[config.mk]
export PLATFORM = sky130hd
export DESIGN_NAME = rv_exec_cluster
export DESIGN_NICKNAME = d
export VERILOG_FILES = /design/src/rv_pkg.sv /design/src/register_file.sv /design/src/issue_unit.sv /design/src/alu_unit.sv /design/src/lsu_apb.sv /design/src/wb_arbiter.sv /design/src/rv_exec_cluster.sv
export SDC_FILE = /design/constraint.sdc
export NUM_CORES = 2
export LEC_CHECK = 0
export CORE_ASPECT_RATIO = 0.9
export CORE_MARGIN = 2
export CORE_UTILIZATION = 59
export CTS_CLUSTER_SIZE = 20
export DETAILED_ROUTE_END_ITERATION = 7
export DONT_BUFFER_PORTS = 1
export GPL_TIMING_DRIVEN = 0
export PLACE_DENSITY = 0.78
export SETUP_SLACK_MARGIN = 0.1
export SLEW_MARGIN = 20
export SYNTH_ARGS = -nofsm -noshare
export SYNTH_HDL_FRONTEND = slang
export SYNTH_SLANG_ARGS = --single-unit
[constraint.sdc]
create_clock -name clk -period 6.05 [get_ports clk]
set_input_delay 0.605 -clock clk [delete_from_list [all_inputs] [get_ports clk]]
set_output_delay 0.605 -clock clk [all_outputs]
set_load 0.02 [all_outputs]
[src/rv_pkg.sv]
// RV32 execute cluster shared definitions
// Widths, register constants, operation and state encodings

package rv_pkg;

    localparam int XLEN       = 32;
    localparam int NUM_REGS   = 32;
    localparam int REG_ADDR_W = 5;
    localparam int SP_REG     = 2;

    typedef logic [XLEN-1:0]       word_t;
    typedef logic [REG_ADDR_W-1:0] reg_addr_t;

    localparam word_t SP_RST_VAL = 32'hFFFF_FFFF;

    // Decoded instruction at the issue port
    typedef enum logic [3:0] {
        OP_ADD,
        OP_SUB,
        OP_AND,
        OP_OR,
        OP_XOR,
        OP_SLT,
        OP_ADDI,
        OP_LW,
        OP_SW
    } op_t;

    // ADDI and memory address generation use ALU_ADD
    typedef enum logic [2:0] {
        ALU_ADD,
        ALU_SUB,
        ALU_AND,
        ALU_OR,
        ALU_XOR,
        ALU_SLT
    } alu_op_t;

    typedef enum logic [1:0] {
        IDLE,
        SETUP,
        ACCESS,
        WB
    } lsu_state_t;

endpackage

[src/register_file.sv]
// RV32 register file, 32 x 32 bits
// Two asynchronous read ports with write bypass, one write port
// x0 reads as zero, stack pointer resets to all ones

`timescale 1ns/1ps

module register_file import rv_pkg::*; (
    input  logic      clk,
    input  logic      rst_n,
    input  reg_addr_t rd_addr1,
    input  reg_addr_t rd_addr2,
    input  reg_addr_t wr_addr,
    input  word_t     wr_data,
    input  logic      wr_en,
    output word_t     rd_data1,
    output word_t     rd_data2
);

    word_t regs [NUM_REGS];
    logic  wr_valid;

    // Writes to x0 are dropped here, so regs[0] holds its reset value
    assign wr_valid = wr_en && (wr_addr != '0);

    always_ff @(posedge clk or negedge rst_n) begin
        if (!rst_n) begin
            for (int i = 0; i < NUM_REGS; i++) begin
                regs[i] <= (i == SP_REG) ? SP_RST_VAL : '0;
            end
        end else if (wr_valid) begin
            regs[wr_addr] <= wr_data;
        end
    end

    // Same-cycle write is forwarded to the readers
    always_comb begin
        if (rd_addr1 == '0) begin
            rd_data1 = '0;
        end else if (wr_valid && (wr_addr == rd_addr1)) begin
            rd_data1 = wr_data;
        end else begin
            rd_data1 = regs[rd_addr1];
        end
    end

    always_comb begin
        if (rd_addr2 == '0) begin
            rd_data2 = '0;
        end else if (wr_valid && (wr_addr == rd_addr2)) begin
            rd_data2 = wr_data;
        end else begin
            rd_data2 = regs[rd_addr2];
        end
    end

endmodule

[src/issue_unit.sv]
// Issue stage with busy-bit scoreboard
// Reads operands, stalls on hazards and dispatches to the ALU or the LSU

`timescale 1ns/1ps

module issue_unit import rv_pkg::*; (
    input  logic      clk,
    input  logic      rst_n,
    input  logic      issue_valid,
    input  op_t       issue_op,
    input  reg_addr_t issue_rd,
    input  reg_addr_t issue_rs1,
    input  reg_addr_t issue_rs2,
    input  word_t     issue_imm,
    input  word_t     rd_data1,
    input  word_t     rd_data2,
    input  logic      alu_can_accept,
    input  logic      lsu_idle,
    input  logic      wr_en,
    input  reg_addr_t wr_addr,
    output logic      issue_ready,
    output reg_addr_t rd_addr1,
    output reg_addr_t rd_addr2,
    output logic      alu_start,
    output alu_op_t   alu_op,
    output word_t     alu_a,
    output word_t     alu_b,
    output reg_addr_t alu_rd,
    output logic      lsu_start,
    output logic      lsu_load,
    output word_t     lsu_addr,
    output word_t     lsu_wdata,
    output reg_addr_t lsu_rd
);

    logic [NUM_REGS-1:0] busy;
    logic [NUM_REGS-1:0] busy_now;
    logic [NUM_REGS-1:0] busy_nxt;
    logic                issue_en;
    logic                uses_rs2;
    logic                writes_rd;
    logic                is_mem;
    logic                hazard;
    logic                fire;

    always_comb begin
        uses_rs2  = 1'b0;
        writes_rd = 1'b1;
        is_mem    = 1'b0;
        alu_op    = ALU_ADD;
        case (issue_op)
            OP_ADD: uses_rs2 = 1'b1;
            OP_SUB: begin
                uses_rs2 = 1'b1;
                alu_op   = ALU_SUB;
            end
            OP_AND: begin
                uses_rs2 = 1'b1;
                alu_op   = ALU_AND;
            end
            OP_OR: begin
                uses_rs2 = 1'b1;
                alu_op   = ALU_OR;
            end
            OP_XOR: begin
                uses_rs2 = 1'b1;
                alu_op   = ALU_XOR;
            end
            OP_SLT: begin
                uses_rs2 = 1'b1;
                alu_op   = ALU_SLT;
            end
            OP_LW: is_mem = 1'b1;
            OP_SW: begin
                uses_rs2  = 1'b1;
                writes_rd = 1'b0;
                is_mem    = 1'b1;
            end
            default: ;
        endcase
    end

    // A register written back this cycle is no longer a hazard, the read bypass covers it
    always_comb begin
        busy_now = busy;
        if (wr_en) begin
            busy_now[wr_addr] = 1'b0;
        end
        busy_nxt = busy_now;
        if (fire && writes_rd) begin
            busy_nxt[issue_rd] = 1'b1;
        end
        busy_nxt[0] = 1'b0;
    end

    assign hazard = busy_now[issue_rs1]
                  | (uses_rs2 & busy_now[issue_rs2])
                  | (writes_rd & busy_now[issue_rd]);

    assign issue_ready = issue_en && !hazard && (is_mem ? lsu_idle : alu_can_accept);
    assign fire        = issue_valid && issue_ready;

    always_ff @(posedge clk or negedge rst_n) begin
        if (!rst_n) begin
            busy     <= '0;
            issue_en <= 1'b0;
        end else begin
            busy     <= busy_nxt;
            issue_en <= 1'b1;
        end
    end

    assign rd_addr1 = issue_rs1;
    assign rd_addr2 = issue_rs2;

    assign alu_start = fire && !is_mem;
    assign alu_a     = rd_data1;
    assign alu_b     = uses_rs2 ? rd_data2 : issue_imm;
    assign alu_rd    = issue_rd;

    assign lsu_start = fire && is_mem;
    assign lsu_load  = (issue_op == OP_LW);
    assign lsu_addr  = rd_data1 + issue_imm;
    assign lsu_wdata = rd_data2;
    assign lsu_rd    = issue_rd;

endmodule

[src/alu_unit.sv]
// ALU execution unit with a single result slot
// Result is requested for writeback the cycle after start

`timescale 1ns/1ps

module alu_unit import rv_pkg::*; (
    input  logic      clk,
    input  logic      rst_n,
    input  logic      alu_start,
    input  alu_op_t   alu_op,
    input  word_t     alu_a,
    input  word_t     alu_b,
    input  reg_addr_t alu_rd,
    input  logic      alu_wb_gnt,
    output logic      alu_can_accept,
    output logic      alu_wb_req,
    output reg_addr_t alu_wb_rd,
    output word_t     alu_wb_data
);

    logic  slot_valid;
    word_t result;

    always_comb begin
        case (alu_op)
            ALU_SUB: result = alu_a - alu_b;
            ALU_AND: result = alu_a & alu_b;
            ALU_OR:  result = alu_a | alu_b;
            ALU_XOR: result = alu_a ^ alu_b;
            ALU_SLT: result = word_t'($signed(alu_a) < $signed(alu_b));
            default: result = alu_a + alu_b;
        endcase
    end

    always_ff @(posedge clk or negedge rst_n) begin
        if (!rst_n) begin
            slot_valid <= 1'b0;
        end else if (alu_start) begin
            slot_valid <= 1'b1;
        end else if (alu_wb_gnt) begin
            slot_valid <= 1'b0;
        end
    end

    always_ff @(posedge clk) begin
        if (alu_start) begin
            alu_wb_data <= result;
            alu_wb_rd   <= alu_rd;
        end
    end

    // Slot frees up in the same cycle its result is granted
    assign alu_can_accept = !slot_valid || alu_wb_gnt;
    assign alu_wb_req     = slot_valid;

endmodule

[src/lsu_apb.sv]
// Load/store unit acting as an APB master
// One transfer at a time, load data held until writeback is granted

`timescale 1ns/1ps

module lsu_apb import rv_pkg::*; (
    input  logic      clk,
    input  logic      rst_n,
    input  logic      lsu_start,
    input  logic      lsu_load,
    input  word_t     lsu_addr,
    input  word_t     lsu_wdata,
    input  reg_addr_t lsu_rd,
    input  word_t     prdata,
    input  logic      pready,
    input  logic      lsu_wb_gnt,
    output logic      lsu_idle,
    output logic      psel,
    output logic      penable,
    output logic      pwrite,
    output word_t     paddr,
    output word_t     pwdata,
    output logic      lsu_wb_req,
    output reg_addr_t lsu_wb_rd,
    output word_t     lsu_wb_data
);

    lsu_state_t state;
    logic       load_q;

    always_ff @(posedge clk or negedge rst_n) begin
        if (!rst_n) begin
            state <= IDLE;
        end else begin
            case (state)
                IDLE: begin
                    if (lsu_start) begin
                        state <= SETUP;
                    end
                end
                SETUP: state <= ACCESS;
                ACCESS: begin
                    if (pready) begin
                        state <= load_q ? WB : IDLE;
                    end
                end
                WB: begin
                    if (lsu_wb_gnt) begin
                        state <= IDLE;
                    end
                end
                default: state <= IDLE;
            endcase
        end
    end

    // Request is captured at start and stays put until the next start
    always_ff @(posedge clk) begin
        if (lsu_start && (state == IDLE)) begin
            load_q    <= lsu_load;
            paddr     <= lsu_addr;
            pwdata    <= lsu_wdata;
            lsu_wb_rd <= lsu_rd;
        end
        if ((state == ACCESS) && pready && load_q) begin
            lsu_wb_data <= prdata;
        end
    end

    assign lsu_idle   = (state == IDLE);
    assign psel       = (state == SETUP) || (state == ACCESS);
    assign penable    = (state == ACCESS);
    assign pwrite     = !load_q;
    assign lsu_wb_req = (state == WB);

endmodule

[src/wb_arbiter.sv]
// Writeback arbiter for the single register write port
// Fixed priority, LSU over ALU

`timescale 1ns/1ps

module wb_arbiter import rv_pkg::*; (
    input  logic      alu_wb_req,
    input  reg_addr_t alu_wb_rd,
    input  word_t     alu_wb_data,
    input  logic      lsu_wb_req,
    input  reg_addr_t lsu_wb_rd,
    input  word_t     lsu_wb_data,
    output logic      alu_wb_gnt,
    output logic      lsu_wb_gnt,
    output logic      wr_en,
    output reg_addr_t wr_addr,
    output word_t     wr_data
);

    assign lsu_wb_gnt = lsu_wb_req;
    // ALU waits at most one cycle, the LSU cannot request twice in a row
    assign alu_wb_gnt = alu_wb_req && !lsu_wb_req;

    assign wr_en = lsu_wb_gnt || alu_wb_gnt;

    always_comb begin
        if (lsu_wb_req) begin
            wr_addr = lsu_wb_rd;
            wr_data = lsu_wb_data;
        end else begin
            wr_addr = alu_wb_rd;
            wr_data = alu_wb_data;
        end
    end

endmodule

[src/rv_exec_cluster.sv]
// RV32 execute and writeback cluster
// Issue unit, ALU and APB load/store unit sharing one register write port

`timescale 1ns/1ps

module rv_exec_cluster import rv_pkg::*; (
    input  logic      clk,
    input  logic      rst_n,
    input  logic      issue_valid,
    input  op_t       issue_op,
    input  reg_addr_t issue_rd,
    input  reg_addr_t issue_rs1,
    input  reg_addr_t issue_rs2,
    input  word_t     issue_imm,
    output logic      issue_ready,
    output logic      psel,
    output logic      penable,
    output logic      pwrite,
    output word_t     paddr,
    output word_t     pwdata,
    input  word_t     prdata,
    input  logic      pready
);

    reg_addr_t rd_addr1;
    reg_addr_t rd_addr2;
    word_t     rd_data1;
    word_t     rd_data2;
    logic      wr_en;
    reg_addr_t wr_addr;
    word_t     wr_data;

    logic      alu_start;
    alu_op_t   alu_op;
    word_t     alu_a;
    word_t     alu_b;
    reg_addr_t alu_rd;
    logic      alu_can_accept;
    logic      alu_wb_req;
    logic      alu_wb_gnt;
    reg_addr_t alu_wb_rd;
    word_t     alu_wb_data;

    logic      lsu_start;
    logic      lsu_load;
    word_t     lsu_addr;
    word_t     lsu_wdata;
    reg_addr_t lsu_rd;
    logic      lsu_idle;
    logic      lsu_wb_req;
    logic      lsu_wb_gnt;
    reg_addr_t lsu_wb_rd;
    word_t     lsu_wb_data;

    issue_unit issue_unit_i (.*);

    alu_unit alu_unit_i (.*);

    lsu_apb lsu_apb_i (.*);

    wb_arbiter wb_arbiter_i (.*);

    register_file register_file_i (
        .clk      (clk),
        .rst_n    (rst_n),
        .rd_addr1 (rd_addr1),
        .rd_addr2 (rd_addr2),
        .wr_addr  (wr_addr),
        .wr_data  (wr_data),
        .wr_en    (wr_en),
        .rd_data1 (rd_data1),
        .rd_data2 (rd_data2)
    );

endmodule

Word-level counts from Yosys, hierarchy flattened

Index checks and enable logic that the tools add are counted.

Magnitude comparators: 11
Eq/ne operators: 19
Mux-type cells: 40
Reductions and logical operators: 33
Bitwise operators: 13
Add/subtract/negate cells: 3

Operators with widths:

| kind                                                                          | count |
|---|---|
| 1024-bit bitwise mux                                                          | 1 |
| 32-bit two-way mux                                                            | 13 |
| 32-bit binary-select mux with 5-bit select                                    | 2 |
| 32-bit demux with 5-bit select                                                | 1 |
| 32-bit one-hot mux with 5 select lines                                        | 1 |
| 32-bit adder                                                                  | 2 |
| 32-bit bitwise AND                                                            | 2 |
| 32-bit bitwise OR                                                             | 2 |
| 32-bit less-than comparator                                                   | 1 |
| 32-bit inverter                                                               | 1 |
| 32-bit subtractor                                                             | 1 |
| 32-bit bitwise XOR                                                            | 1 |
| 5-bit by 6-bit less-than comparator with 1-bit output (second input constant) | 4 |
| 6-bit >= comparator (second input constant)                                   | 3 |
| 5-bit inverter with 6-bit output                                              | 3 |
| 1-bit logical AND                                                             | 16 |
| 1-bit binary-select mux with 5-bit select                                     | 3 |
| 3-bit one-hot mux with 5 select lines                                         | 1 |
| 4-bit by 3-bit == test with 1-bit output (second input constant)              | 3 |
| 1-bit two-way mux                                                             | 11 |
| 1-bit demux with 5-bit select                                                 | 2 |
| 5-bit == test                                                                 | 2 |
| 5-bit by 1-bit >= comparator with 1-bit output (second input constant)        | 2 |
| 5-bit zero test                                                               | 2 |
| 24 further kinds                                                              | 39 |

Register bits after elaboration: 1198
Logic and storage cells: 162
Output and inout bits: 68
Input port bits: 87

Longest topological paths before layout

Word-level depth: 21
Depth in mapped cells: 28

Cells and area by module

Synthesis repeated with hierarchy kept, for this count alone.

Cell total of the unflattened synthesis: 5653
Area total of the unflattened synthesis: 70832.9 µm²

Modules (own cells, without submodules):

| module        | times used | cells each | area each (µm²) |
|---|---|---|---|
| register_file | 1          | 3940       | 55231.7 |
| alu_unit      | 1          | 921        | 6668.9 |
| issue_unit    | 1          | 627        | 5173.7 |
| lsu_apb       | 1          | 121        | 3254.4 |
| wb_arbiter    | 1          | 44         | 504.2 |

Worst setup path after synthesis

Ideal clock, no wire load.

Path type: input to register
Start point: input issue_rs2[0]
End point: register alu_unit_i.alu_wb_data[29], data pin
Required time: 5.874 ns
Arrival time: 7.912 ns
Stages: 26
Library setup time: 0.176 ns
Path slack: -2.038 ns
Path through: buf_2 buf_2 buf_2 clkbuf_1 clkbuf_1 buf_1 mux4_2 mux4_2 mux2_2 a21oi_1 nor2_1 a21oi_1 ha_1 o21ba_2 or4_1 and3_1 o41ai_1 or2b_1 o22a_1 a41oi_2 or4b_1 and3_4 o31ai_4 a21oi_2 o311a_1 o32ai_1

Word-level cells in the longest chain between the ends: 9

RTL lines:

| item                                                   | RTL line                       | source |
|---|---|---|
| start, declared                                        | rv_exec_cluster.sv:13          | `input reg_addr_t issue_rs2,` |
| 5-bit inverter with 6-bit output (implied by the code) | register_file.sv:52            | `rd_data2 = regs[rd_addr2];` |
| 32-bit binary-select mux with 5-bit select             | register_file.sv:52            |  |
| 32-bit two-way mux (implied by the code) (2 in a row)  | register_file.sv:52            |  |
| 32-bit two-way mux                                     | register_file.sv:49            | `end else if (wr_valid && (wr_addr == rd_addr2)) begin` |
| 32-bit two-way mux *                                   | register_file.sv:47            | `if (rd_addr2 == '0) begin` |
| via issue_unit_i.lsu_wdata[1]                          | issue_unit.sv:32               | `output word_t lsu_wdata,` |
| 32-bit two-way mux *                                   | issue_unit.sv:118              | `assign alu_b = uses_rs2 ? rd_data2 : issue_imm;` |
| 32-bit adder or 32-bit subtractor (tied branches)      | alu_unit.sv:31, alu_unit.sv:26 |  |
| 32-bit one-hot mux with 5 select lines *               | alu_unit.sv:25                 | `case (alu_op)` |
| via alu_unit_i.result[29]                              | alu_unit.sv:22                 | `word_t result;` |
| end signal, assigned                                   | alu_unit.sv:47                 | `alu_wb_data <= result;` |
| end, declared                                          | alu_unit.sv:18                 | `output word_t alu_wb_data` |

Mark *: on every way through the listed nets, which the timed path passes. The rest lies on a longest branch. The select of a mux whose other input is x is not followed.
A chain may end at the register's enable or synchronous reset.

Final worst setup path

Start point: input issue_rs2[4]
End point: register alu_unit_i.alu_wb_data[29], data pin

The elaborated chain is that of the path after synthesis.

==> metrics.cfg <==
[sta]
fin_hold_ws_ns=0.0357
fin_crit_ns=6.60
slew_headroom=0.127
hold_violations=0
tightest_slew_ns=1.30
layout_setup_ws_ns=-0.547
tns_ns=-2.69
slew_violations=0
rsz0062_at_grt=true
max_freq_mhz=152
skew_ns=0.0358
setup_viol=10
fin_crit_sh=1.09

[critical_path]
ff2ff_path_depth=25
startpoint=issue_rs2[4]
crit_arrival_ns=7.21
reg2reg_from=lsu_apb_i.state[1]$_DFFE_PN0P_
path_max_fanout=10
end_kind=flip-flop
crit_end=alu_unit_i.alu_wb_data[29]$_DFFE_PP_
crit_required_ns=6.67
crit_path_start_kind=input pin
r2r-end=alu_unit_i.alu_wb_data[29]$_DFFE_PP_
ff2ff_setup_slack_ns=-0.48
critPathKind=input pin to flip-flop

[synthesis]
ys_seq_area_frac=0.460
yosys.cell_types.count=104
synth.cell_area_um2=66800
synth-async-reset-ratio=0.884
yosys_warnings=0
synth_seq_cells=1198
syn-num-nets=6187
synthesis.instances=5962
syn_avg_cell_area_um2=11.2
synth_edf_count=139
synth_flop_cell=dfrtp_1

[place]
placed_area_um2=69500
dp_hpwl_um=197000
placed_cells=7457
place_congestion=1.04
place_ws_ns=-3.00
port_buffers=0

[finish]
fin_nets=6528
drive_above_1_share=0.233
syn_to_final_growth_pct=16.4
fin_cells=7906
layout_commonest_cell=dfrtp_1
layout_common_cells=dfrtp_1 (1026), nor2_1 (667), nand2_1 (639)
n_fill_cell=7882
utilization=0.690
fin_area_um2=77700

[status]
violations=DRC, setup timing
status=finished, violations left

[run]
maxCapViolations=0

[pwr]
peakVddDrop_mv=0.295
power_density_nw_per_um2=475
power_mw=36.9
leakagePower_nw=32.7

[global_route]
grt-ovfl-total=0
grt_pass1_wl_um=381000
grt_pass1_vias=55400
globalRouteTotalUtil=0.465
antenna_found_initial=28
grt_start_max_net_pins=1060

[clocking]
cts_buffers=131
cts.sinks=1198
cts_root_buf=clkbuf_16
cts_max_level=4
clock_path_buffers=3
clkLatencyLatePin_ns=0.80
cts.clk_slew.worst_paths_ns=0.06
cts_tree=done

[route]
drt_iter0_markers=9888
dr.pass1.iters=8
ant_nets=0
finalWirelength_um=271000
avgRoutedWirePerCell_um=34.2
via_per_inst=7.29
via_count=57700
drc=19

[die]
die_h_um=323
io_pins=155
die_x_um=359
row_count=117
coreArea_um2=113000
start_util=0.592
dieArea_um2=116000

[hold_path]
holdCritPathClass=input pin to flip-flop

[layout make-up]
type	instances	area [um2]	area share
Timing Repair Buffer	215	2090	0.0268
Buffer	575	3750	0.0482
Clock inverter	58	688	0.00885
Tap cell	1487	1860	0.0239
Sequential cell	1198	30700	0.395
Antenna cell	12	30.0	0.000386
Multi-Input combinational cell	4065	34400	0.442
Clock buffer	179	3770	0.0485
Inverter	117	452	0.00581
[power by group]
part | switching [mW] | total, mW | leakage (nW) | internal (mW)
logic | 8.31 | 14.8 | 15.4 | 6.54
registers | 2.45 | 13.6 | 15.1 | 11.2
clock network | 3.61 | 8.48 | 2.18 | 4.88
total | 14.4 | 36.9 | 32.7 | 22.6
[synth_stat cells (22+ instances only)]
cell type  instances  area [um2]
a21oi_1          661        3310
nor2_1           683        2560
nand2_1          646        2420
clkbuf_1         485        1820
a21o_1            24         180
buf_1             63         236
nand2b_1          34         213
dfstp_2           32         841
edfxtp_1         139        4170
mux2i_1           98         981
o21bai_1          22         165
o31ai_1           24         180
nand3_1           32         160
inv_1            115         432
mux2_2            68         766
a22oi_1           31         233
xnor2_1           52         455
o21ai_0          599        3000
ha_1             135        1690
mux4_2           636       14300
dfrtp_1         1027       25700
[cells by family (layout without fill, tap and decap cells)]
group / after synthesis / after routing / synth area share
AOI/OAI and AO/OA: 1512 / 1512 / 0.125
buffers and inverters: 699 / 1144 / 0.0412
DFF: 1198 / 1198 / 0.460
muxes: 811 / 811 / 0.244
adders and majority gates: 140 / 140 / 0.0265
other: 1 / 13 / 0.0000562
xor gates and xnor gates: 68 / 68 / 0.00892
and+or+nand+nor: 1533 / 1533 / 0.0944
[repair_timing]
action / in CTS / in global routing
endpoints found under the setup margin: 48 / 32
hold buffers: 37 / 1
endpoints found under the hold margin: 1082 / 66
resized for setup: 302 / 153
buffers inserted: 92 / 67
pin swaps: 35 / 60
gates cloned: 4 / 1
[how the worst min path moves through the flow]
stage                            start                               endpoint  slack [ns]  depth (start not counted)
after global routing      issue_imm[0]           lsu_apb_i.paddr[0]$_DFFE_PP_        0.04                          1
after floorplan                  rst_n      alu_unit_i.alu_wb_req$_DFFE_PN0P_        0.31                          0
after global placement           rst_n   register_file_i.regs[39]$_DFFE_PN0P_        0.37                          0
after CTS                        rst_n  register_file_i.regs[103]$_DFFE_PN0P_       -0.43                          0
final                     issue_imm[0]           lsu_apb_i.paddr[0]$_DFFE_PP_        0.04                          1
after detailed placement         rst_n   register_file_i.regs[39]$_DFFE_PN0P_        0.37                          0
[routing by layer]
metal  wire [um]  up-vias  part of all wire  track usage
li1            -    22400                 -            -
met2      114000     5418              0.42        0.657
met1       87800    28300              0.32        0.553
met5         394        -            0.0015      0.00292
met3       47800     1428              0.18        0.258
met4       21200       38             0.078        0.283
[registers in the layout, summed over array words and instances, names as in the netlist]
signal and count:
register_file_i.regs 1024, alu_unit_i.alu_wb_data 32, lsu_apb_i.lsu_wb_data 32, lsu_apb_i.paddr 32
lsu_apb_i.pwdata 32, issue_unit_i.busy 31, alu_unit_i.alu_wb_rd 5, lsu_apb_i.lsu_wb_rd 5
lsu_apb_i.state 2, alu_unit_i.alu_wb_req 1, issue_unit_i.issue_en 1, lsu_apb_i.load_q 1
[worst max-delay path, stage by stage]
cell and delay (ns):
clkbuf_2 0.48, clkbuf_2 0.61, clkbuf_1 0.80, mux2_4 0.42
a21oi_4 0.19, nor2_4 0.07, mux2i_4 0.26, ha_4 0.25
buf_6 0.13, or4_4 0.52, and3_4 0.21, o41ai_4 0.21
buf_4 0.20, or2b_1 0.10, o22a_1 0.22, a41oi_4 0.16
or4b_4 0.53, and3_4 0.19, o31ai_4 0.30, a21oi_2 0.13
o311a_1 0.34, o32ai_2 0.21
(Power assumes the default switching activity.)
